**src/cpu_defines.svh**
```systemverilog
`ifndef CPU_DEFINES_SVH
`define CPU_DEFINES_SVH

// Datapath and storage sizes
`define NB_WORD        32
`define NB_REG_ADDR    5
`define REGFILE_DEPTH  32
`define NB_INSTR_ADDR  10
`define INSTR_DEPTH    1024

// Host frame holds cmd in 31:26, addr in 25:16 and data in 15:0
`define NB_HALF        16
`define NB_CMD         6
`define FRAME_CMD_MSB  31
`define FRAME_ADDR_MSB 25
`define NB_FRAME_ADDR  10

// Opcode that stops the pipeline
`define HALT_OPCODE    6'b111111

`endif

```
**src/isa_pkg.sv**
```systemverilog
`default_nettype none

`include "cpu_defines.svh"

package isa_pkg;

   typedef logic [`NB_WORD-1:0]       word_t;
   typedef logic [`NB_REG_ADDR-1:0]   reg_addr_t;
   typedef logic [`NB_INSTR_ADDR-1:0] instr_addr_t;

   typedef enum logic [5:0] {
      OP_RTYPE = 6'h00,
      OP_ADDIU = 6'h09,
      OP_ANDI  = 6'h0c,
      OP_ORI   = 6'h0d,
      OP_XORI  = 6'h0e,
      OP_LUI   = 6'h0f,
      OP_HALT  = `HALT_OPCODE
   } opcode_t;

   typedef enum logic [5:0] {
      FN_SLL  = 6'h00,
      FN_SRL  = 6'h02,
      FN_ADDU = 6'h21,
      FN_SUBU = 6'h23,
      FN_AND  = 6'h24,
      FN_OR   = 6'h25,
      FN_XOR  = 6'h26,
      FN_SLT  = 6'h2a
   } funct_t;

   typedef enum logic [3:0] {
      ALU_ADDU, ALU_SUBU, ALU_AND, ALU_OR, ALU_XOR,
      ALU_SLT, ALU_SLL, ALU_SRL, ALU_LUI, ALU_PASS
   } alu_op_t;

endpackage

`default_nettype wire

```
**src/host_pkg.sv**
```systemverilog
`default_nettype none

`include "cpu_defines.svh"

package host_pkg;

   typedef logic [`FRAME_CMD_MSB:0] frame_t;

   typedef enum logic [`NB_CMD-1:0] {
      CMD_INSTR_LOW  = 6'h01,
      CMD_INSTR_HIGH = 6'h02,
      CMD_RUN        = 6'h03,
      CMD_READ_REG   = 6'h04
   } host_cmd_t;

   typedef enum logic [1:0] {
      IDLE,
      RUNNING,
      HALTED
   } host_state_t;

endpackage

`default_nettype wire

```
**src/host_interface.sv**
```systemverilog
`default_nettype none

`include "cpu_defines.svh"

module host_interface
   import isa_pkg::*, host_pkg::*;
   (
   input  wire         i_clock,
   input  wire         reset,
   input  wire         i_frame_valid,
   input  frame_t      i_frame_from_host,
   input  word_t       i_reg_read_data,
   input  wire         i_halt_done,
   output logic        o_imem_we,
   output instr_addr_t o_imem_addr,
   output word_t       o_imem_data,
   output logic        o_start,
   output reg_addr_t   o_reg_read_addr,
   output logic        o_frame_valid,
   output frame_t      o_frame_to_host,
   output logic        o_halted
   );

   host_cmd_t                  cmd;
   logic [`NB_FRAME_ADDR-1:0]  frame_addr;
   logic [`NB_HALF-1:0]        frame_data;
   logic [`NB_HALF-1:0]        low_half;
   host_state_t                state;
   logic                       read_pending;

   assign cmd        = host_cmd_t'(i_frame_from_host[`FRAME_CMD_MSB -: `NB_CMD]);
   assign frame_addr = i_frame_from_host[`FRAME_ADDR_MSB -: `NB_FRAME_ADDR];
   assign frame_data = i_frame_from_host[`NB_HALF-1:0];

   // Instruction word goes in with its high half
   assign o_imem_we   = i_frame_valid && cmd == CMD_INSTR_HIGH;
   assign o_imem_addr = frame_addr;
   assign o_imem_data = {frame_data, low_half};

   // RUN while running is dropped
   assign o_start  = i_frame_valid && cmd == CMD_RUN && state != RUNNING;
   assign o_halted = state == HALTED;

   always_ff @(posedge i_clock) begin
      if (i_frame_valid && cmd == CMD_INSTR_LOW) begin
         low_half <= frame_data;
      end
   end

   always_ff @(posedge i_clock) begin
      if (reset) begin
         state <= IDLE;
      end else begin
         case (state)
            IDLE:    if (o_start) state <= RUNNING;
            RUNNING: if (i_halt_done) state <= HALTED;
            HALTED:  if (o_start) state <= RUNNING;
            default: state <= IDLE;
         endcase
      end
   end

   // Read address latched first and the value one edge later
   always_ff @(posedge i_clock) begin
      if (reset) begin
         read_pending  <= 1'b0;
         o_frame_valid <= 1'b0;
      end else begin
         read_pending  <= i_frame_valid && cmd == CMD_READ_REG;
         o_frame_valid <= read_pending;
      end
   end

   always_ff @(posedge i_clock) begin
      if (i_frame_valid && cmd == CMD_READ_REG) begin
         o_reg_read_addr <= frame_addr[`NB_REG_ADDR-1:0];
      end
      if (read_pending) begin
         o_frame_to_host <= i_reg_read_data;
      end
   end

endmodule

`default_nettype wire

```
**config.mk**
```make
export PLATFORM = sky130hd
export DESIGN_NAME = host_interface
export DESIGN_NICKNAME = d
export VERILOG_FILES = /design/src/isa_pkg.sv /design/src/host_pkg.sv /design/src/host_interface.sv
export VERILOG_INCLUDE_DIRS = /design/src
export SDC_FILE = /design/constraint.sdc
export NUM_CORES = 1
export LEC_CHECK = 0
export ABC_CLOCK_PERIOD_IN_PS = 3410
export BUFFER_PORTS_ARGS = -buffer_cell sky130_fd_sc_hd__buf_2
export CORE_ASPECT_RATIO = 0.9
export CORE_UTILIZATION = 42
export CTS_CLUSTER_SIZE = 40
export DETAILED_ROUTE_END_ITERATION = 8
export GPL_ROUTABILITY_DRIVEN = 0
export GPL_TIMING_DRIVEN = 0
export PLACE_DENSITY = 0.83
export SYNTH_ARGS = -nofsm -noshare
export SYNTH_HDL_FRONTEND = slang
export SYNTH_SLANG_ARGS = --single-unit
export TNS_END_PERCENT = 20
```
**constraint.sdc**
```tcl
create_clock -name i_clock -period 3.41 [get_ports i_clock]
set_clock_uncertainty 0.2 [all_clocks]
set_input_delay 0.1705 -clock i_clock [delete_from_list [all_inputs] [get_ports i_clock]]
set_output_delay 0.1705 -clock i_clock [all_outputs]
set_load 0.02 [all_outputs]
```
==> results of run 1 <==
## per-stage QoR
step,hold slack (ns),setup slack (ns),total power [uW]
2_1_floorplan,0.0396,1.00,833
3_3_place_gp,0.147,0.668,886
3_5_place_dp,0.149,0.615,889
4_1_cts,0.0657,0.957,1420
5_1_grt,0.0980,0.806,1480
6_report,0.0803,0.922,1430
## state kept, by name, indices dropped and copies added, names as in the netlist
| register | flops |
|---|---|
| read_pending | 1 |
| o_frame_valid | 1 |
| o_reg_read_addr | 5 |
| state | 2 |
| low_half | 16 |
| o_frame_to_host | 32 |
## power by group
group          leakage, uW  switching [uW]  internal [uW]
Sequential        0.000509            1.07            766
Combinational     0.000985            64.3           99.0
Clock            0.0000811             251            248
Total              0.00158             317           1110
## cells in the mapped netlist, drive strengths merged
| cell type | number | area (um^2) |
|---|---|---|
| dfxtp | 4 | 80.1 |
| edfxtp | 53 | 1590 |
| nor3 | 1 | 5.00 |
| o41ai | 1 | 16.3 |
| nor4b | 1 | 8.76 |
| inv | 1 | 3.75 |
| o21ai | 1 | 5.00 |
| buf | 26 | 195 |
| nand3b | 1 | 7.51 |
| nand2 | 2 | 7.51 |
| or4b | 1 | 13.8 |
| nor2 | 2 | 7.51 |
| nor2b | 4 | 25.0 |
| a21oi | 1 | 5.00 |
| nor4 | 1 | 6.26 |
| or3b | 1 | 8.76 |
## kinds of logic after synthesis
| logic type | share of synthesized area (%) |
|---|---|
| AND/OR/NAND/NOR | 4.53 |
| flip-flops | 84.1 |
| AO/OA/AOI/OAI | 1.32 |
| buffers and inverters | 10.0 |
## layout make-up
type	count	area, um^2
Sequential cell	57	1670
Timing Repair Buffer	202	1300
Fill cell	266	977
Buffer	26	195
Clock buffer	9	124
Multi-Input combinational cell	17	116
Tap cell	62	77.6
Clock inverter	6	26.3
Inverter	1	3.75
## worst reg2reg max path, cell delays in order, from the launching register on
cell and delay (ns):
dfxtp_1 0.35, nor2b_1 0.25, nand2_1 0.10, o41ai_2 0.06
dlygate4sd3_1 0.57
## path summary, 6_finish.rpt
path / start / endpoint / slack (ns)
worst max-delay path: i_frame_from_host[29] / low_half[4]$_DFFE_PP_ / 0.92
worst min-delay path: i_frame_from_host[26] / o_reg_read_addr[4]$_DFFE_PP_ / 0.08
worst max register to register: state[0]$_SDFFE_PP0P_ / state[0]$_SDFFE_PP0P_ / 1.83
worst min register to register: state[1]$_SDFFE_PP0P_ / state[1]$_SDFFE_PP0P_ / 0.38
## timing repair
action / 4_1_cts / 5_1_grt
hold buffers: 57 / 0
setup buffers: 0 / 0
resized for setup: 0 / 0
hold endpoints to repair: 57 / 0
## per-layer routing
| layer | part of all wire [%] | vias up | GRT usage [%] |
|---|---|---|---|
| li1 | - | 774 | - |
| met1 | 37 | 753 | 23.7 |
| met2 | 51 | 115 | 40.5 |
| met3 | 9.4 | 12 | 7.76 |
| met4 | 2.3 | 0 | 12.0 |
| met5 | 0 | - | 0 |
==> impl_metrics.json, run 1 <==
{
  "synth_warnings": 0,
  "dieWidth_um": 74.5,
  "crit_chain": "buf_2 > or4b_4 > or3b_1 > nor2_1",
  "cp_top_family": "simple AND/OR/NAND/NOR gates",
  "ant_nets": 0,
  "synth-seq-area-share_pct": 84.1,
  "post-route-min-period_ns": 2.49,
  "stdcell_area_mm2": 0.00351,
  "clock-sinks": 57,
  "insertion_delay_ns": 0.31,
  "mostFrequentLayoutCells": "145 x buf_2, 57 x dlygate4sd3_1, 53 x edfxtp_1, 26 x buf_4, 9 x clkbuf_8",
  "port_buffers": 145,
  "cp.depth": 4,
  "synth_nets": 169,
  "design.core.area_mm2": 0.00449,
  "antenna_found_initial": 0,
  "wl_um": 5640,
  "ys_types": 16,
  "worst_slew_margin_rel_pct": 13.2,
  "finalCritPeriodShare_pct": 73.0,
  "area_delta_synth_final_pct": 76.8,
  "synthesis.area_mm2": 0.00199,
  "die-area_mm2": 0.00501,
  "vias": 1654,
  "wl_per_cell_um": 14.9,
  "syn_inst": 101,
  "cp_num_buf_inv": 1,
  "grt_max_degree": 34,
  "via_per_inst": 4.35,
  "fin_setup_tns_ns": 0,
  "cp.required_ns": 3.14,
  "clockRootBuffer": "clkbuf_8",
  "rr_worst_depth": 4,
  "synth.avg_cell_area_um2": 19.7,
  "setup_viol": 0,
  "hold_path_depth": 2,
  "mostFrequentLayoutCell": "buf_2",
  "status": "complete, no violations",
  "cts_tree": "built",
  "start_util_pct": 44.3,
  "clockBufferDepth": 2,
  "pin_count": 151,
  "hpwl_um": 2840,
  "arrival_ns": 2.22,
  "drv_slew": 0,
  "start_kind": "primary input",
  "post-route-util_pct": 78.2,
  "drv_cap": 0,
  "die_h_um": 67.3,
  "row_count": 23,
  "hold_viol": 0,
  "antenna_cells": 0,
  "synth_seq_cells": 57,
  "place_inst": 308,
  "drtIter0Drc": 78,
  "vdd_drop_max_mv": 0.274,
  "crit_path_max_incr_delay_ns": 0.99,
  "slowest_stage": "nor2_1",
  "fin_nets": 382,
  "cp_max_fo": 16,
  "track_usage_pct": 22.8,
  "final_cells": 380,
  "grt_pass1_wl_um": 7810,
  "grt-ovfl-total": 0,
  "critPathKind": "primary input to flip-flop",
  "cts_buffers": 9,
  "postPlaceCellArea_mm2": 0.00279,
  "end_kind": "flip-flop",
  "rsz0062_at_grt": "no",
  "drc_errors": 0,
  "powerDensity_mw_per_mm2": 407,
  "drtPass1Iterations": 4,
  "max_freq_ghz": 0.402,
  "drive_gt1_share_pct": 58.5,
  "htreeDepth": 3,
  "path_clk_slew_ns": 0.06,
  "grt_pass1_vias": 1650,
  "hold_path.class": "primary input to flip-flop",
  "worst_pin_slew_ns": 1.30,
  "leakage_uw": 0.00158
}
No activity file was read; power rests on OpenSTA's default activity.
==> run 2: changes to the inputs <==
--- a/config.mk
+++ b/config.mk
@@ -6,15 +6,15 @@
 export SDC_FILE = /design/constraint.sdc
 export NUM_CORES = 1
 export LEC_CHECK = 0
-export ABC_CLOCK_PERIOD_IN_PS = 3410
+export ABC_CLOCK_PERIOD_IN_PS = 2250
 export BUFFER_PORTS_ARGS = -buffer_cell sky130_fd_sc_hd__buf_2
 export CORE_ASPECT_RATIO = 0.9
-export CORE_UTILIZATION = 42
+export CORE_UTILIZATION = 35
 export CTS_CLUSTER_SIZE = 40
 export DETAILED_ROUTE_END_ITERATION = 8
 export GPL_ROUTABILITY_DRIVEN = 0
 export GPL_TIMING_DRIVEN = 0
-export PLACE_DENSITY = 0.83
+export PLACE_DENSITY = 0.74
 export SYNTH_ARGS = -nofsm -noshare
 export SYNTH_HDL_FRONTEND = slang
 export SYNTH_SLANG_ARGS = --single-unit
==> constraint.sdc (replaced) <==
create_clock -name i_clock -period 2.25 [get_ports i_clock]
set_clock_uncertainty 0.2 [all_clocks]
set_input_delay 0.1125 -clock i_clock [delete_from_list [all_inputs] [get_ports i_clock]]
set_output_delay 0.1125 -clock i_clock [all_outputs]
set_load 0.02 [all_outputs]
==> run 2 against run 1 <==
Net effect: global-route usage fell by 5.0 points; clock-buffer cell count did not move; sequential share of layout area fell by 0.57 points; clock power rose by 78%; total power rose by 61%; combinational power rose by 50%; first-iteration DRC count fell by 42%; worst setup slack got worse by 0.83 ns; via count fell by 2.4%; critical path type unchanged; critical endpoint is now o_reg_read_addr[2]$_DFFE_PP_; highest routed layer unchanged.
==> impl_metrics.json, run 2 (synthesis gave the netlist of run 1 again) <==
{
  "hold_path.class": "primary input to flip-flop",
  "worst_pin_slew_ns": 1.33,
  "largest_register_ff_count": 32,
  "drc_errors": 0,
  "track_usage_pct": 17.8,
  "finalCritPeriodShare_pct": 95.9,
  "rsz0062_at_grt": "no",
  "wl_per_cell_um": 13.4,
  "antenna_found_initial": 0,
  "status": "complete, no violations",
  "pin_count": 151,
  "drtIter0Drc": 45,
  "post-route-util_pct": 66.5,
  "grt_pass1_vias": 1604,
  "mostFrequentLayoutCells": "145 x buf_2, 57 x dlygate4sd3_1, 53 x edfxtp_1, 26 x buf_4, 9 x clkbuf_8",
  "cp.required_ns": 1.99,
  "cts_buffers": 9,
  "antenna_cells": 0,
  "fin_ws_ns": 0.0923,
  "area_delta_synth_final_pct": 78.9,
  "critical_path.startpoint": "i_frame_from_host[29]",
  "r2r_start": "state[0]$_SDFFE_PP0P_",
  "die_h_um": 73.5,
  "grt-ovfl-total": 0,
  "hold_viol": 0,
  "end_kind": "flip-flop",
  "grt_pass1_wl_um": 7340,
  "mostFrequentLayoutCell": "buf_2",
  "die-area_mm2": 0.00598,
  "clockBufferDepth": 2,
  "start_util_pct": 37.1,
  "dieWidth_um": 81.4,
  "setup_viol": 0,
  "max_freq_ghz": 0.463,
  "drv_cap": 0,
  "wl_um": 5150,
  "endpoint": "o_reg_read_addr[2]$_DFFE_PP_",
  "grt_max_degree": 34,
  "fillers": 375,
  "powerDensity_mw_per_mm2": 646,
  "via_per_inst": 4.19,
  "post-route-min-period_ns": 2.16,
  "drive_gt1_share_pct": 59.7,
  "ant_nets": 0,
  "htreeDepth": 3,
  "r2r_slack_ns": 0.70,
  "arrival_ns": 1.89,
  "post-place-ws_ns": -0.200,
  "final_cells": 385,
  "hold_ws_ns": 0.0468,
  "critPathKind": "primary input to flip-flop",
  "row_count": 25,
  "cts_tree": "built",
  "reg2reg_to": "state[0]$_SDFFE_PP0P_",
  "vdd_drop_max_mv": 0.418,
  "clockRootBuffer": "clkbuf_8",
  "top_regs": "o_frame_to_host x32, low_half x16, o_reg_read_addr x5",
  "design.core.area_mm2": 0.00535,
  "drtPass1Iterations": 2,
  "drv_slew": 0,
  "path_clk_slew_ns": 0.06,
  "rr_worst_depth": 4,
  "clock-sinks": 57,
  "vias": 1614,
  "worst_slew_margin_rel_pct": 10.3,
  "leakage_uw": 0.00158,
  "fin_nets": 382,
  "cp_max_fo": 6,
  "insertion_delay_ns": 0.32,
  "start_kind": "primary input",
  "largest_register": "o_frame_to_host",
  "ctsResizeCount": 0,
  "place_inst": 313,
  "port_buffers": 145,
  "hpwl_um": 3170
}
-- run 2: layout make-up --
type                       instances  area [um^2]  area share, %
clock buffer                       9          124           3.48
buffer                            26          195           5.49
tap                               67         83.8           2.36
inverter                           1         3.75          0.106
clock inverter                     6         60.1           1.69
timing repair buffer             202         1300           36.5
sequential                        57         1670           47.1
multi-input combinational         17          119           3.34
-- run 2: metrics by stage --
step	total power, uW	TNS [ns]	area (um^2)
after detailed placement	1350	-3.93	2800
final	2300	0	3550
after floorplan	1260	0	1990
after global placement	1350	-3.12	2800
after global routing	2390	0	3550
after CTS	2330	0	3550
-- run 2: worst min-delay path by stage --
stage | cells after the start | start | to | slack [ns]
final | 2 | i_frame_from_host[26] | o_reg_read_addr[4]$_DFFE_PP_ | 0.05
after global routing | 2 | i_frame_from_host[26] | o_reg_read_addr[4]$_DFFE_PP_ | 0.04
after CTS | 2 | i_frame_from_host[26] | o_reg_read_addr[4]$_DFFE_PP_ | 0.02
after detailed placement | 1 | i_reg_read_data[11] | o_frame_to_host[11]$_DFFE_PP_ | 0.09
after global placement | 1 | i_reg_read_data[12] | o_frame_to_host[12]$_DFFE_PP_ | 0.09
after floorplan | 1 | reset | state[1]$_SDFFE_PP0P_ | -0.02
-- run 2: critical path, cell delays in order --
cell and delay [ns]:
buf_2 0.10, or4b_4 0.56, nor4b_1 1.12
-- run 2: per-layer routing --
| metal | GRT usage, % | part of all wire, % |
|---|---|---|
| met1 | 18.8 | 40 |
| met4 | 6.55 | 0.87 |
| met5 | 0 | 0 |
| met2 | 30.6 | 49 |
| met3 | 8.57 | 11 |
-- run 2: report_power, final --
part | total [uW] | internal, uW | switching, uW
combinational | 244 | 150 | 93.7
clock | 889 | 498 | 392
sequential | 1160 | 1160 | 1.53
total | 2300 | 1810 | 487
-- run 2: what timing repair did --
| item | in CTS | in global routing |
|---|---|---|
| setup buffers | 0 | 0 |
| endpoints found under the setup margin | 0 | 0 |
| hold endpoints to repair | 57 | 0 |
| hold buffers | 57 | 0 |
