<file path="src/cpu_defines.svh">
`ifndef CPU_DEFINES_SVH
`define CPU_DEFINES_SVH

// Datapath and storage sizes
`define NB_WORD        32
`define NB_REG_ADDR    5
`define REGFILE_DEPTH  32
`define NB_INSTR_ADDR  10
`define INSTR_DEPTH    1024

// Host frame holds cmd in 31:26, addr in 25:16 and data in 15:0
`define NB_HALF        16
`define NB_CMD         6
`define FRAME_CMD_MSB  31
`define FRAME_ADDR_MSB 25
`define NB_FRAME_ADDR  10

// Opcode that stops the pipeline
`define HALT_OPCODE    6'b111111

`endif

</file>
<file path="src/isa_pkg.sv">
`default_nettype none

`include "cpu_defines.svh"

package isa_pkg;

   typedef logic [`NB_WORD-1:0]       word_t;
   typedef logic [`NB_REG_ADDR-1:0]   reg_addr_t;
   typedef logic [`NB_INSTR_ADDR-1:0] instr_addr_t;

   typedef enum logic [5:0] {
      OP_RTYPE = 6'h00,
      OP_ADDIU = 6'h09,
      OP_ANDI  = 6'h0c,
      OP_ORI   = 6'h0d,
      OP_XORI  = 6'h0e,
      OP_LUI   = 6'h0f,
      OP_HALT  = `HALT_OPCODE
   } opcode_t;

   typedef enum logic [5:0] {
      FN_SLL  = 6'h00,
      FN_SRL  = 6'h02,
      FN_ADDU = 6'h21,
      FN_SUBU = 6'h23,
      FN_AND  = 6'h24,
      FN_OR   = 6'h25,
      FN_XOR  = 6'h26,
      FN_SLT  = 6'h2a
   } funct_t;

   typedef enum logic [3:0] {
      ALU_ADDU, ALU_SUBU, ALU_AND, ALU_OR, ALU_XOR,
      ALU_SLT, ALU_SLL, ALU_SRL, ALU_LUI, ALU_PASS
   } alu_op_t;

endpackage

`default_nettype wire

</file>
<file path="src/execution.sv">
`default_nettype none

`include "cpu_defines.svh"

module execution
   import isa_pkg::*;
   (
   input  wire                     i_clock,
   input  wire                     reset,
   input  wire                     i_start,
   input  word_t                   i_a,
   input  word_t                   i_b,
   input  word_t                   i_imm,
   input  wire [`NB_REG_ADDR-1:0]  i_shamt,
   input  wire                     i_use_imm,
   input  alu_op_t                 i_alu_op,
   input  reg_addr_t               i_dest,
   input  wire                     i_we,
   input  wire                     i_halt,
   input  wire                     i_valid,
   output word_t                   o_result,
   output reg_addr_t               o_dest,
   output logic                    o_we,
   output logic                    o_wb_we,
   output reg_addr_t               o_wb_dest,
   output word_t                   o_wb_data,
   output logic                    o_halt_done
   );

   word_t op_b;

   assign op_b = i_use_imm ? i_imm : i_b;

   always_comb begin
      case (i_alu_op)
         ALU_ADDU: o_result = i_a + op_b;
         ALU_SUBU: o_result = i_a - op_b;
         ALU_AND:  o_result = i_a & op_b;
         ALU_OR:   o_result = i_a | op_b;
         ALU_XOR:  o_result = i_a ^ op_b;
         ALU_SLT:  o_result = {{(`NB_WORD-1){1'b0}}, $signed(i_a) < $signed(op_b)};
         // Shifts act on rt, as in MIPS
         ALU_SLL:  o_result = op_b << i_shamt;
         ALU_SRL:  o_result = op_b >> i_shamt;
         ALU_LUI:  o_result = {op_b[`NB_HALF-1:0], {`NB_HALF{1'b0}}};
         default:  o_result = op_b;
      endcase
   end

   // Forwarding view of the instruction in execute
   assign o_dest = i_dest;
   assign o_we   = i_we && i_valid;

   always_ff @(posedge i_clock) begin
      if (reset || i_start) begin
         o_wb_we     <= 1'b0;
         o_halt_done <= 1'b0;
      end else begin
         o_wb_we     <= i_we && i_valid;
         o_halt_done <= i_halt && i_valid;
      end
   end

   always_ff @(posedge i_clock) begin
      o_wb_dest <= i_dest;
      o_wb_data <= o_result;
   end

endmodule

`default_nettype wire

</file>
<file path="config.mk">
export PLATFORM = sky130hd
export DESIGN_NAME = execution
export DESIGN_NICKNAME = d
export VERILOG_FILES = /design/src/isa_pkg.sv /design/src/execution.sv
export VERILOG_INCLUDE_DIRS = /design/src
export SDC_FILE = /design/constraint.sdc
export NUM_CORES = 1
export LEC_CHECK = 0
export BUFFER_PORTS_ARGS = -buffer_cell sky130_fd_sc_hd__buf_2
export CAP_MARGIN = 0
export CORE_UTILIZATION = 35
export CTS_CLUSTER_DIAMETER = 200
export CTS_CLUSTER_SIZE = 10
export DETAILED_ROUTE_END_ITERATION = 8
export PLACE_DENSITY = 0.57
export SETUP_SLACK_MARGIN = 0.02
export SLEW_MARGIN = 5
export SYNTH_ARGS = -nofsm -noshare
export SYNTH_HDL_FRONTEND = slang
export SYNTH_SLANG_ARGS = --single-unit
</file>
<file path="constraint.sdc">
create_clock -name i_clock -period 6.61 [get_ports i_clock]
set_input_delay 0.661 -clock i_clock [delete_from_list [all_inputs] [get_ports i_clock]]
set_output_delay 0.661 -clock i_clock [all_outputs]
set_load 0.01 [all_outputs]
</file>
==> results of run 1 <==
## power groups by stage
stage | registers, mW | clock network, mW | logic, mW
after detailed placement | 0.279 | 0 | 1.15
final | 0.273 | 0.274 | 1.19
after global routing | 0.276 | 0.289 | 1.26
after CTS | 0.273 | 0.281 | 1.16
after floorplan | 0.297 | 0 | 0.740
after global placement | 0.279 | 0 | 1.15
## registers in the layout, summed over array words and instances, names as in the netlist
name         count
o_halt_done      1
o_wb_dest        5
o_wb_we          1
o_wb_data       32
## synth_stat cells (12+ instances only)
cell,n
sky130_fd_sc_hd__nor2_1,114
sky130_fd_sc_hd__nor2b_1,13
sky130_fd_sc_hd__clkbuf_1,59
sky130_fd_sc_hd__buf_1,16
sky130_fd_sc_hd__mux4_2,52
sky130_fd_sc_hd__o22ai_1,21
sky130_fd_sc_hd__ha_1,96
sky130_fd_sc_hd__mux2i_1,69
sky130_fd_sc_hd__or3_1,14
sky130_fd_sc_hd__nand2_1,112
sky130_fd_sc_hd__a221oi_1,18
sky130_fd_sc_hd__nand3_1,28
sky130_fd_sc_hd__nor3_1,35
sky130_fd_sc_hd__o21ai_1,12
sky130_fd_sc_hd__a22oi_1,22
sky130_fd_sc_hd__buf_2,28
sky130_fd_sc_hd__a21oi_1,110
sky130_fd_sc_hd__mux2_2,40
sky130_fd_sc_hd__o21bai_1,12
sky130_fd_sc_hd__o211ai_1,28
sky130_fd_sc_hd__a21o_1,21
sky130_fd_sc_hd__inv_1,93
sky130_fd_sc_hd__a211oi_1,23
sky130_fd_sc_hd__dfxtp_1,39
sky130_fd_sc_hd__o21ai_0,102
## layout make-up
class	instances	area, µm²	area share (%)
clock buffer	5	125	1.03
inverter	97	364	3.01
clock inverter	3	23.8	0.197
tap	390	488	4.03
timing repair buffer	232	1260	10.4
multi-input combinational	1173	9050	74.8
sequential	39	781	6.45
## layer usage
| metal | up-vias | share of wire [%] |
|---|---|---|
| li1 | 5637 | - |
| met1 | 6000 | 40 |
| met2 | 905 | 43 |
| met3 | 180 | 10 |
| met4 | 0 | 6.8 |
| met5 | - | 0 |
## worst max-delay path, cell delays in order
cell and delay (ps):
sky130_fd_sc_hd__buf_4 480, sky130_fd_sc_hd__mux2i_1 930, sky130_fd_sc_hd__ha_1 480, sky130_fd_sc_hd__nor2b_1 140, sky130_fd_sc_hd__a2111o_1 480, sky130_fd_sc_hd__nand3_2 170, sky130_fd_sc_hd__a21boi_2 130, sky130_fd_sc_hd__o311a_1 470
sky130_fd_sc_hd__o31ai_2 230, sky130_fd_sc_hd__a21oi_1 90, sky130_fd_sc_hd__or4_1 500, sky130_fd_sc_hd__a22oi_1 270, sky130_fd_sc_hd__buf_2 190
## layout by cell type, fill, tap and decap left out, drive strengths merged, types with 13 or more instances in the layout
| cell type | n |
|---|---|
| a21oi | 116 |
| o21bai | 13 |
| a21o | 21 |
| nand3 | 30 |
| nor2 | 114 |
| o211ai | 28 |
| inv | 98 |
| a22oi | 22 |
| or3 | 14 |
| mux2i | 73 |
| ha | 96 |
| dfxtp | 39 |
| a211oi | 23 |
| nor2b | 13 |
| o21ai | 116 |
| nand2 | 112 |
| mux4 | 52 |
| nor3 | 35 |
| a221oi | 18 |
| mux2 | 42 |
| o22ai | 21 |
| buf | 232 |
## stage by stage
| stage | hold slack (ps) | worst slack [ps] | utilization [%] | instances |
|---|---|---|---|---|
| 6_report | 447 | 701 | 40.4 | 1939 |
| 5_1_grt | 439 | 491 | 40.4 | 1939 |
| 4_1_cts | 445 | 816 | 40.4 | 1939 |
| 3_5_place_dp | 777 | 837 | 39.9 | 1931 |
| 3_3_place_gp | 773 | 827 | 39.9 | 1931 |
| 2_1_floorplan | 689 | 1620 | - | 1429 |
## worst min path at each step
stage | endpoint | from | cells past startpoint | slack, ps
after floorplan | o_wb_dest[0] | i_dest[0] | 0 | 690
after global placement | o_wb_dest[2] | i_dest[2] | 1 | 770
after detailed placement | o_wb_dest[4] | i_dest[4] | 1 | 780
after CTS | o_wb_dest[4] | i_dest[4] | 1 | 440
after global routing | o_wb_dest[4] | i_dest[4] | 1 | 440
final | o_wb_dest[4] | i_dest[4] | 1 | 450
## logic make-up after synthesis
group,Yosys count
adder cells (fa/ha/maj),98
buffers and inverters,217
AO/OA/AOI/OAI,504
AND/OR/NAND/NOR,387
multiplexers,167
flip-flops,39
XOR/XNOR,17
==> results.md, run 1 <==
* DRC violations left at 0
* Register area share after synthesis at 7.27%
* Setup bufs post-CTS at 0
* Final Critical Period at 5910 ps
* Number of buffers inserted during clock tree synthesis at 5
* Routing usage on met2 at 47.6%
* Starting Density at 35.9%
* Portion of synthesized cell area occupied by the leading cell type at between 10% and 20%
* Y dimension of the die at 177 µm
* Worst Path Max Fanout at 39
* Nets@finish at 1763
* Startpoint types: primary input
* Area growth syn-to-layout at 12.6%
* Number of nets in the synthesized netlist at 1644
* Final ANT Viol Nets at 0
* Wire length of the first global-routing pass at 73.8 mm
* Adder and majority cell fraction of the synthesized area at a little under an eighth
* Status: finished, final reports clean
* Count of final hold-check violations at 0
* ANT cells at 0
* CTS tree: done
* Number of buffers inserted by port buffering at 193
* Unique cell type count in the Yosys netlist at between 80 and 90
* Via count of the routed design at 12722
* Dpl hpwl at 39.9 mm
* Mean number of vias per cell at 6.56
* Unrepaired setup endpoints after global routing: false
* Boundary pin count at 194
* Number of enable-type register cells in the synthesized netlist at 0
* Final routed wire length divided by cell count at 26.1 µm
* Cell types occupying the most area after synthesis: sky130_fd_sc_hd__ha_1, sky130_fd_sc_hd__mux4_2, sky130_fd_sc_hd__dfxtp_1
* Setup_tns at 0 ps
* Fin area at 12100 µm²
* Share of the synthesized netlist area taken by xor and xnor gates at 1.39%
* Number of DRC markers after the initial detailed-route iteration at 1815
* Required @ worst endpoint at 5950 ps
* Worst-case vdd ir drop at 0.123 mV
* Post-synth top area cell: sky130_fd_sc_hd__ha_1
* Cell area reported after detailed placement at 11900 µm²
* Worst setup path class: primary input to output port
* Clock-pin slew reported for the worst setup and hold paths after clock tree synthesis at 70 ps
* Tightest Pin Transition at about 1000 ps
* Switch Pwr at between 0.8 and 0.9 mW
* Worst slew margin at between 20% and 30%
* Gr ovfl total at 0
* Number of global-route vias before repair at 11597
* Gate Count Post-Synth at 1429
* TritonRoute pass-1 iters at 6
* Final RePlAce weighted congestion at ~1.1
* Maximum capacitance violations at 0
* Internal cell power at 0.846 mW
* Core area at 30000 µm²
* Clock Tree Root: sky130_fd_sc_hd__clkbuf_16
* Yosys warning count at 0
* Layout filler cell count at 3183
* Cell area power density at 144 nW/µm²
* Final setup violation count at 0
* Count of instances resized after the clock tree is built at 0
* Maximum number of pins on one net before global-route repair at 59
* Post-Synthesis Mean Instance Area at 7.52 µm²
* Placement Rows at 63
* Share of the synthesized area in compound gates (AO/OA/AOI/OAI) at between 30% and 40%
* Met3 Resource Use GR at approximately 6%
* Origin of the worst setup path: i_use_imm
* Min-delay worst type: primary input to flop
* Share of layout cells above drive strength 1 at 24.4%
* Switching portion of total power at 51.3%
* Clk buf depth at 2
* Element type at the critical path end: output port
* Number of H-tree levels at 2
* Die ar. at about 31000 µm²
* Post-synthesis instance area at 10700 µm²
* Critical path arrival at 5250 ps
* Cell leakage power at 5.28 nW
* Max-slew violation total from the final report at 0
* # clock sinks at 39
* Initial antenna violation count at 0
* Share of flip-flops with an asynchronous set or reset after synthesis at 0%
* Multiplexer share of the synthesized area at 22.3%
* Met1 GRT Util at between 40% and 50%
* Most used routing layer in global routing: met2
* GRT Total Usage at 31.3%
* Main synth FF type: sky130_fd_sc_hd__dfxtp_1
* Achievable clock frequency at approximately 170 MHz
* Period Utilization, post-route at 89.4%
* # hold bufs at CTS at 0
* Routed wire length at 50.5 mm
* Die outline width at 177 µm
* Flip-flop and latch count after synthesis at 39
* Clk pwr share at ~16%
* Gate power share at between 60% and 70%
* Area share of and/or/nand/nor cells after synthesis at 17.0%
* Design Power at 1.74 mW
* End of the critical path: o_result[0]
* Sequential power share at around 16%
* Largest family of logic cells by synthesized area: compound AO/OA/AOI/OAI gates
Note: power is estimated with default switching activity, not from simulation.
==> run 2, diff against run 1 <==
--- a/config.mk
+++ b/config.mk
@@ -7,7 +7,6 @@
 export NUM_CORES = 1
 export LEC_CHECK = 0
 export BUFFER_PORTS_ARGS = -buffer_cell sky130_fd_sc_hd__buf_2
-export CAP_MARGIN = 0
 export CORE_UTILIZATION = 35
 export CTS_CLUSTER_DIAMETER = 200
 export CTS_CLUSTER_SIZE = 10
==> constraint.sdc (replaced) <==
create_clock -name i_clock -period 6.61 [get_ports i_clock]
set_input_delay 0.661 -clock i_clock [delete_from_list [all_inputs] [get_ports i_clock]]
set_output_delay 0.661 -clock i_clock [all_outputs]
set_load 0.1 [all_outputs]
==> run 2 against run 1 <==
Compared with the run above: critical endpoint unchanged; via count decreased by 0.14%; cell area increased by 0.82%; utilization increased by 0.33 points; sequential share of layout area decreased by 0.052 points; sequential power about the same; global-route usage increased by 0.74 points; routed wire length increased by 1.6%; combinational power increased by 38%; die area unchanged.
==> results.md, run 2 (synthesis gave the netlist of run 1 again) <==
* Worst setup path class: primary input to output port
* Routed wire length at 51.4 mm (+1.6%)
* Commonest cells after routing, fill and taps aside: sky130_fd_sc_hd__buf_2, sky130_fd_sc_hd__nor2_1, sky130_fd_sc_hd__nand2_1
* Clock-pin slew reported for the worst setup and hold paths after clock tree synthesis at 60 ps (about the same)
* Number of buffers inserted by port buffering at 193 (unchanged)
* Final ANT Viol Nets at 0 (unchanged)
* Die outline width at 177 µm (unchanged)
* # hold bufs at CTS at 0 (unchanged)
* Gr ovfl total at 0 (unchanged)
* Die ar. at 31400 µm² (unchanged)
* DRC violations left at 0 (unchanged)
* Gate power share at 74.3% (+5.8 points)
* Maximum capacitance violations at 0 (unchanged)
* Boundary pin count at 194 (unchanged)
* # clock sinks at 39 (unchanged)
* Period Utilization, post-route at 88.3% (-1.1 points)
* Final routed wire length divided by cell count at 26.4 µm (+1.3%)
* Placement Rows at 63 (unchanged)
* Required @ worst endpoint at 5950 ps (about the same)
* Number of H-tree levels at 2 (unchanged)
* Max FFs per register at 32 (unchanged)
* Final cell utilization of the core at 40.7% (+0.33 points)
* Dpl hpwl at 41.0 mm (+2.7%)
* Area growth syn-to-layout at 13.5%
* Wire length of the first global-routing pass at 75.1 mm (+1.7%)
* Via count of the routed design at 12704 (-0.14%)
* Maximum number of pins on one net before global-route repair at 57 (-3.4%)
* GRT Total Usage at 32.1% (+0.74 points)
* Cell leakage power at 5.34 nW (+1.1%)
* Mean number of vias per cell at 6.53 (-0.50%)
* Sequential power share at 12.4% (-3.3 points)
* Starting Density at 35.9% (unchanged)
* Worst Path Max Fanout at 32 (-18%)
* ANT cells at 0 (unchanged)
* Area of combinational cells with multiple inputs at 9060 µm² (+0.15%)
* Top Registers: o_wb_data: 32 flops, o_wb_dest: 5 flops
* Achievable clock frequency at 171 MHz (+1.2%)
* Startpoint types: primary input
* Final Worst Setup Slack at 774 ps (+72.7 ps)
* Min-delay worst type: primary input to flop
* Unrepaired setup endpoints after global routing: false
* Status: finished, final reports clean
* Clk buf depth at 2 (unchanged)
* Share of layout cells above drive strength 1 at 24.9% (+0.47 points)
* Cell area power density at 181 nW/µm² (+26%)
* Worst-case vdd ir drop at 0.165 mV (+34%)
* Most frequent standard cell in the layout excluding fill and tap cells: sky130_fd_sc_hd__buf_2
* Clock Tree Root: sky130_fd_sc_hd__clkbuf_16
* Element type at the critical path end: output port
* Count of instances resized after the clock tree is built at 0 (unchanged)
* Footprint of the flip-flops and latches at 781 µm² (unchanged)
* Critical path arrival at 5180 ps (-70 ps)
* Layout filler cell count at 3212 (+0.91%)
* Final-layout worst hold slack at 457 ps (+9.27 ps)
* Number of buffers inserted during clock tree synthesis at 5 (unchanged)
* Initial antenna violation count at 2 (+2)
* Final setup violation count at 0 (unchanged)
* Design Power at 2.20 mW (+27%)
* Final RePlAce weighted congestion at 1.03 (-5.5%)
* Number of DRC markers after the initial detailed-route iteration at 1529 (-16%)
* Nets@finish at 1770 (+0.40%)
* Tightest Pin Transition at 1060 ps (+24.7 ps)
* Count of final hold-check violations at 0 (unchanged)
* Switching portion of total power at 59.6% (+8.3 points)
* Final Critical Period at 5840 ps (-72.7 ps)
* TritonRoute pass-1 iters at 6 (unchanged)
* Worst slew margin at 28.9% (+0.26 points)
* CTS tree: done
* Core area at 30000 µm² (unchanged)
* Internal cell power at 0.890 mW (+5.2%)
* Switch Pwr at 1.31 mW (+47%)
* Max-slew violation total from the final report at 0 (unchanged)
* Register name with the most flops: o_wb_data
* Setup_tns at 0 ps (unchanged)
* Post-place setup slack at 860 ps (+22.3 ps)
* Number of global-route vias before repair at 11769 (+1.5%)
* Setup bufs post-CTS at 0 (unchanged)
* Clk pwr share at 13.4% (-2.4 points)
* Y dimension of the die at 177 µm (unchanged)
## run 2: cell types whose count changed in the layout (fill, tap and decap cells not counted), sizes merged
cell	change
buf	+7
bufinv	+1
clkinv	+2
clkinvlp	-2
inv	-1
## run 2: metal layers
layer  global-route usage [%]  part of all wire [%]  vias up
li1                         -                     -     5653
met5                        0                 0.029        -
met1                     41.6                    40     6102
met4                     17.6                   6.1        2
met3                     5.80                   9.2      166
met2                     50.0                    44      781
## run 2: layout make-up
type | instances | share of cell area (%)
clock buffers | 5 | 1.03
clock inverters | 3 | 0.359
inverters | 97 | 2.99
multi-input cells | 1173 | 74.3
flip-flops and latches | 39 | 6.40
well taps | 390 | 4.00
repair buffers | 239 | 10.9
## run 2: final timing paths
kind | startpoint | to | slack (ps) | cells past startpoint
worst max-delay path | i_use_imm | o_result[0] | 770 | 15
worst min-delay path | i_dest[0] | o_wb_dest[0] | 460 | 1
## run 2: power by group through the flow
stage | Clock [mW] | Combinational, mW | Sequential [mW]
floorplan | 0 | 0.956 | 0.512
global placement | 0 | 1.60 | 0.278
detailed placement | 0 | 1.60 | 0.278
CTS | 0.303 | 1.60 | 0.273
global route | 0.314 | 1.71 | 0.277
finish | 0.294 | 1.64 | 0.273
## run 2: worst max-delay path, cell delays in order
cell and delay [ps]:
sky130_fd_sc_hd__buf_4 450, sky130_fd_sc_hd__buf_12 310, sky130_fd_sc_hd__mux2_2 460, sky130_fd_sc_hd__inv_1 100
sky130_fd_sc_hd__ha_1 360, sky130_fd_sc_hd__inv_1 180, sky130_fd_sc_hd__nand2_1 190, sky130_fd_sc_hd__a211oi_1 100
sky130_fd_sc_hd__or3_1 390, sky130_fd_sc_hd__o311a_1 440, sky130_fd_sc_hd__o31ai_2 240, sky130_fd_sc_hd__a21oi_1 90
sky130_fd_sc_hd__or4_1 480, sky130_fd_sc_hd__a22oi_1 230, sky130_fd_sc_hd__buf_2 470
## run 2: per-stage QoR
step                      cells  area, µm²
after floorplan            1429      10800
after global placement     1938      12000
after detailed placement   1938      12000
after CTS                  1946      12200
after global routing       1946      12200
final                      1946      12200
==> run 3, diff against run 2 <==
--- a/config.mk
+++ b/config.mk
@@ -11,7 +11,7 @@
 export CTS_CLUSTER_DIAMETER = 200
 export CTS_CLUSTER_SIZE = 10
 export DETAILED_ROUTE_END_ITERATION = 8
-export PLACE_DENSITY = 0.57
+export PLACE_DENSITY = 0.59
 export SETUP_SLACK_MARGIN = 0.02
 export SLEW_MARGIN = 5
 export SYNTH_ARGS = -nofsm -noshare
==> constraint.sdc (replaced) <==
create_clock -name i_clock -period 5.19 [get_ports i_clock]
set_input_delay 0.519 -clock i_clock [delete_from_list [all_inputs] [get_ports i_clock]]
set_output_delay 0.519 -clock i_clock [all_outputs]
set_load 0.1 [all_outputs]
==> run 3 against run 2 <==
Compared with the run above: critical path depth is the same; first-iteration DRC count grew 11%; non-clock buffer count grew 51; highest routed layer is now met4.
==> results.md, run 3 (synthesis gave the netlist of run 1 again) <==
* Maximum capacitance violations at 0 (unchanged)
* Clock-pin slew reported for the worst setup and hold paths after clock tree synthesis at 70 ps (about the same)
* CTS tree: done
* Final Worst Setup Slack at 0.727 ps (-773 ps)
* Most frequent standard cell in the layout excluding fill and tap cells: sky130_fd_sc_hd__buf_2
* Max FFs per register at 32 (unchanged)
* Worst setup path class: primary input to output port
* Final ANT Viol Nets at 0 (unchanged)
* Tightest Pin Transition at 964 ps (-101 ps)
* Cell with the largest stage delay on the worst path: sky130_fd_sc_hd__a2111oi_2
* Worst-case vdd ir drop at 0.222 mV (+35%)
* Maximum number of pins on one net before global-route repair at 71 (+25%)
* # clock sinks at 39 (unchanged)
* Count of final hold-check violations at 0 (unchanged)
* Number of global-route vias before repair at 11899 (+1.1%)
* Dpl hpwl at 42.0 mm (+2.4%)
* Via count of the routed design at 12895 (+1.5%)
* Min-Delay Path Depth at 1 (unchanged)
* Status: finished, final reports clean
* Top Registers: o_wb_data: 32 flops, o_wb_dest: 5 flops
* Cell leakage power at 5.71 nW (+7.0%)
* Number of buffers inserted by port buffering at 193 (unchanged)
* Min-delay worst type: primary input to flop
* Starting Density at 35.9% (unchanged)
* Setup_tns at 0 ps (unchanged)
* Y dimension of the die at 177 µm (unchanged)
* Final routed wire length divided by cell count at 26.1 µm (-1.0%)
* Clock Tree Root: sky130_fd_sc_hd__clkbuf_16
* Design Power at 2.94 mW (+33%)
* Count of placed standard cells including taps at 1989 (+2.6%)
* Number of H-tree levels at 2 (unchanged)
* Area growth syn-to-layout at 21.7%
* Unrepaired setup endpoints after global routing: true
* Final RePlAce weighted congestion at 1.04 (+0.35%)
* Die ar. at 31400 µm² (unchanged)
* Post-place setup slack at -215 ps (-1070 ps)
* Number of DRC markers after the initial detailed-route iteration at 1703 (+11%)
* Worst slew margin at 35.7% (+6.8 points)
* Startpoint types: primary input
* Achievable clock frequency at approximately 190 MHz
* Critical path, cell by cell: buf_4, buf_12, buf_12, buf_4, mux2i_4, ha_1, and3_1, o21ai_0, o311ai_0, a41oi_1, o21ai_0, a2111oi_2, buf_4, a22oi_2, buf_12
* Post-route insts no fill at 1998 (+2.7%)
* Register name with the most flops: o_wb_data
* Final setup violation count at 0 (unchanged)
* Cell area power density at 225 nW/µm² (+24%)
* Placement Rows at 63 (unchanged)
* TritonRoute pass-1 iters at 6 (unchanged)
* Mean number of vias per cell at 6.45 (-1.1%)
* Nets@finish at 1821 (+2.9%)
* Worst Path Max Fanout at 18 (-44%)
* Clk buf depth at 2 (unchanged)
* Period Utilization, post-route at around 100%
* Peak per-stage delay on the critical path at 600 ps (+120 ps)
* Max-slew violation total from the final report at 0 (unchanged)
* Boundary pin count at 194 (unchanged)
* Number of buffers inserted during clock tree synthesis at 5 (unchanged)
* Die outline width at 177 µm (unchanged)
* Required @ worst endpoint at 4670 ps (-1280 ps)
* Final Critical Period at 5190 ps
* DRC violations left at 0 (unchanged)
* Element type at the critical path end: output port
* GRT Total Usage at 32.3% (+0.25 points)
* Gr ovfl total at 0 (unchanged)
* Routed wire length at 52.2 mm (+1.6%)
* Wire length of the first global-routing pass at 76.2 mm (+1.5%)
* Core area at 30000 µm² (unchanged)
* Setup bufs post-CTS at 0 (unchanged)
* Commonest cells after routing, fill and taps aside: sky130_fd_sc_hd__buf_2, sky130_fd_sc_hd__nor2_1, sky130_fd_sc_hd__nand2_1
* Critical path arrival at 4670 ps (-510 ps)
* Initial antenna violation count at 1 (-1)
* Share of layout cells above drive strength 1 at 28.6% (+3.7 points)
[run 3: cell types whose count changed in the layout (fill, tap and decap cells not counted), sizes merged]
cell / previous run / this run
diode: 0 / 1
buf: 239 / 290
clkinvlp: 0 / 2
bufinv: 1 / 0
inv: 97 / 98
clkinv: 2 / 0
[run 3: routing by layer]
layer  part of all wire (%)  global-route usage (%)
met2                     44                    50.5
met1                     40                    42.7
met5                      0                       0
met4                    5.6                    15.2
met3                     10                    5.95
[run 3: path summary, 6_finish.rpt]
kind | slack, ps | from | endpoint
worst min-delay path | 320 | i_dest[4] | o_wb_dest[4]
worst max-delay path | 0.7 | i_use_imm | o_result[0]
[run 3: power breakdown]
| part | switching [mW] | internal (mW) |
|---|---|---|
| logic | 1.56 | 0.701 |
| registers | 0.00760 | 0.340 |
| clock network | 0.152 | 0.180 |
| total | 1.72 | 1.22 |
[run 3: final cells by class]
cell class	count	area [µm²]
repair buffers	290	2080
diodes	1	2.50
well taps	390	488
clock buffers	5	125
fillers	3167	16900
multi-input cells	1173	9210
inverters	97	364
clock inverters	3	23.8
flip-flops and latches	39	781
[run 3: critical path, delay by kind of cell]
| kind | cells | cell delay, ps |
|---|---|---|
| simple gates | 1 | 190 |
| compound gates | 6 | 1890 |
| buf+inv | 6 | 1250 |
| fa+ha+maj | 1 | 400 |
| mux | 1 | 400 |
[run 3: stage by stage]
stage	area, µm²	hold WS (ps)	util (%)
3_3_place_gp	12900	632	43.0
6_report	13100	320	43.6
3_5_place_dp	12900	634	43.0
2_1_floorplan	10900	547	-
4_1_cts	13000	306	43.5
5_1_grt	13100	312	43.6
[run 3: timing repair]
action / in CTS / in global routing
resized for setup: 2 / 7
hold buffers: 0 / 0
endpoints found under the setup margin: 1 / 9
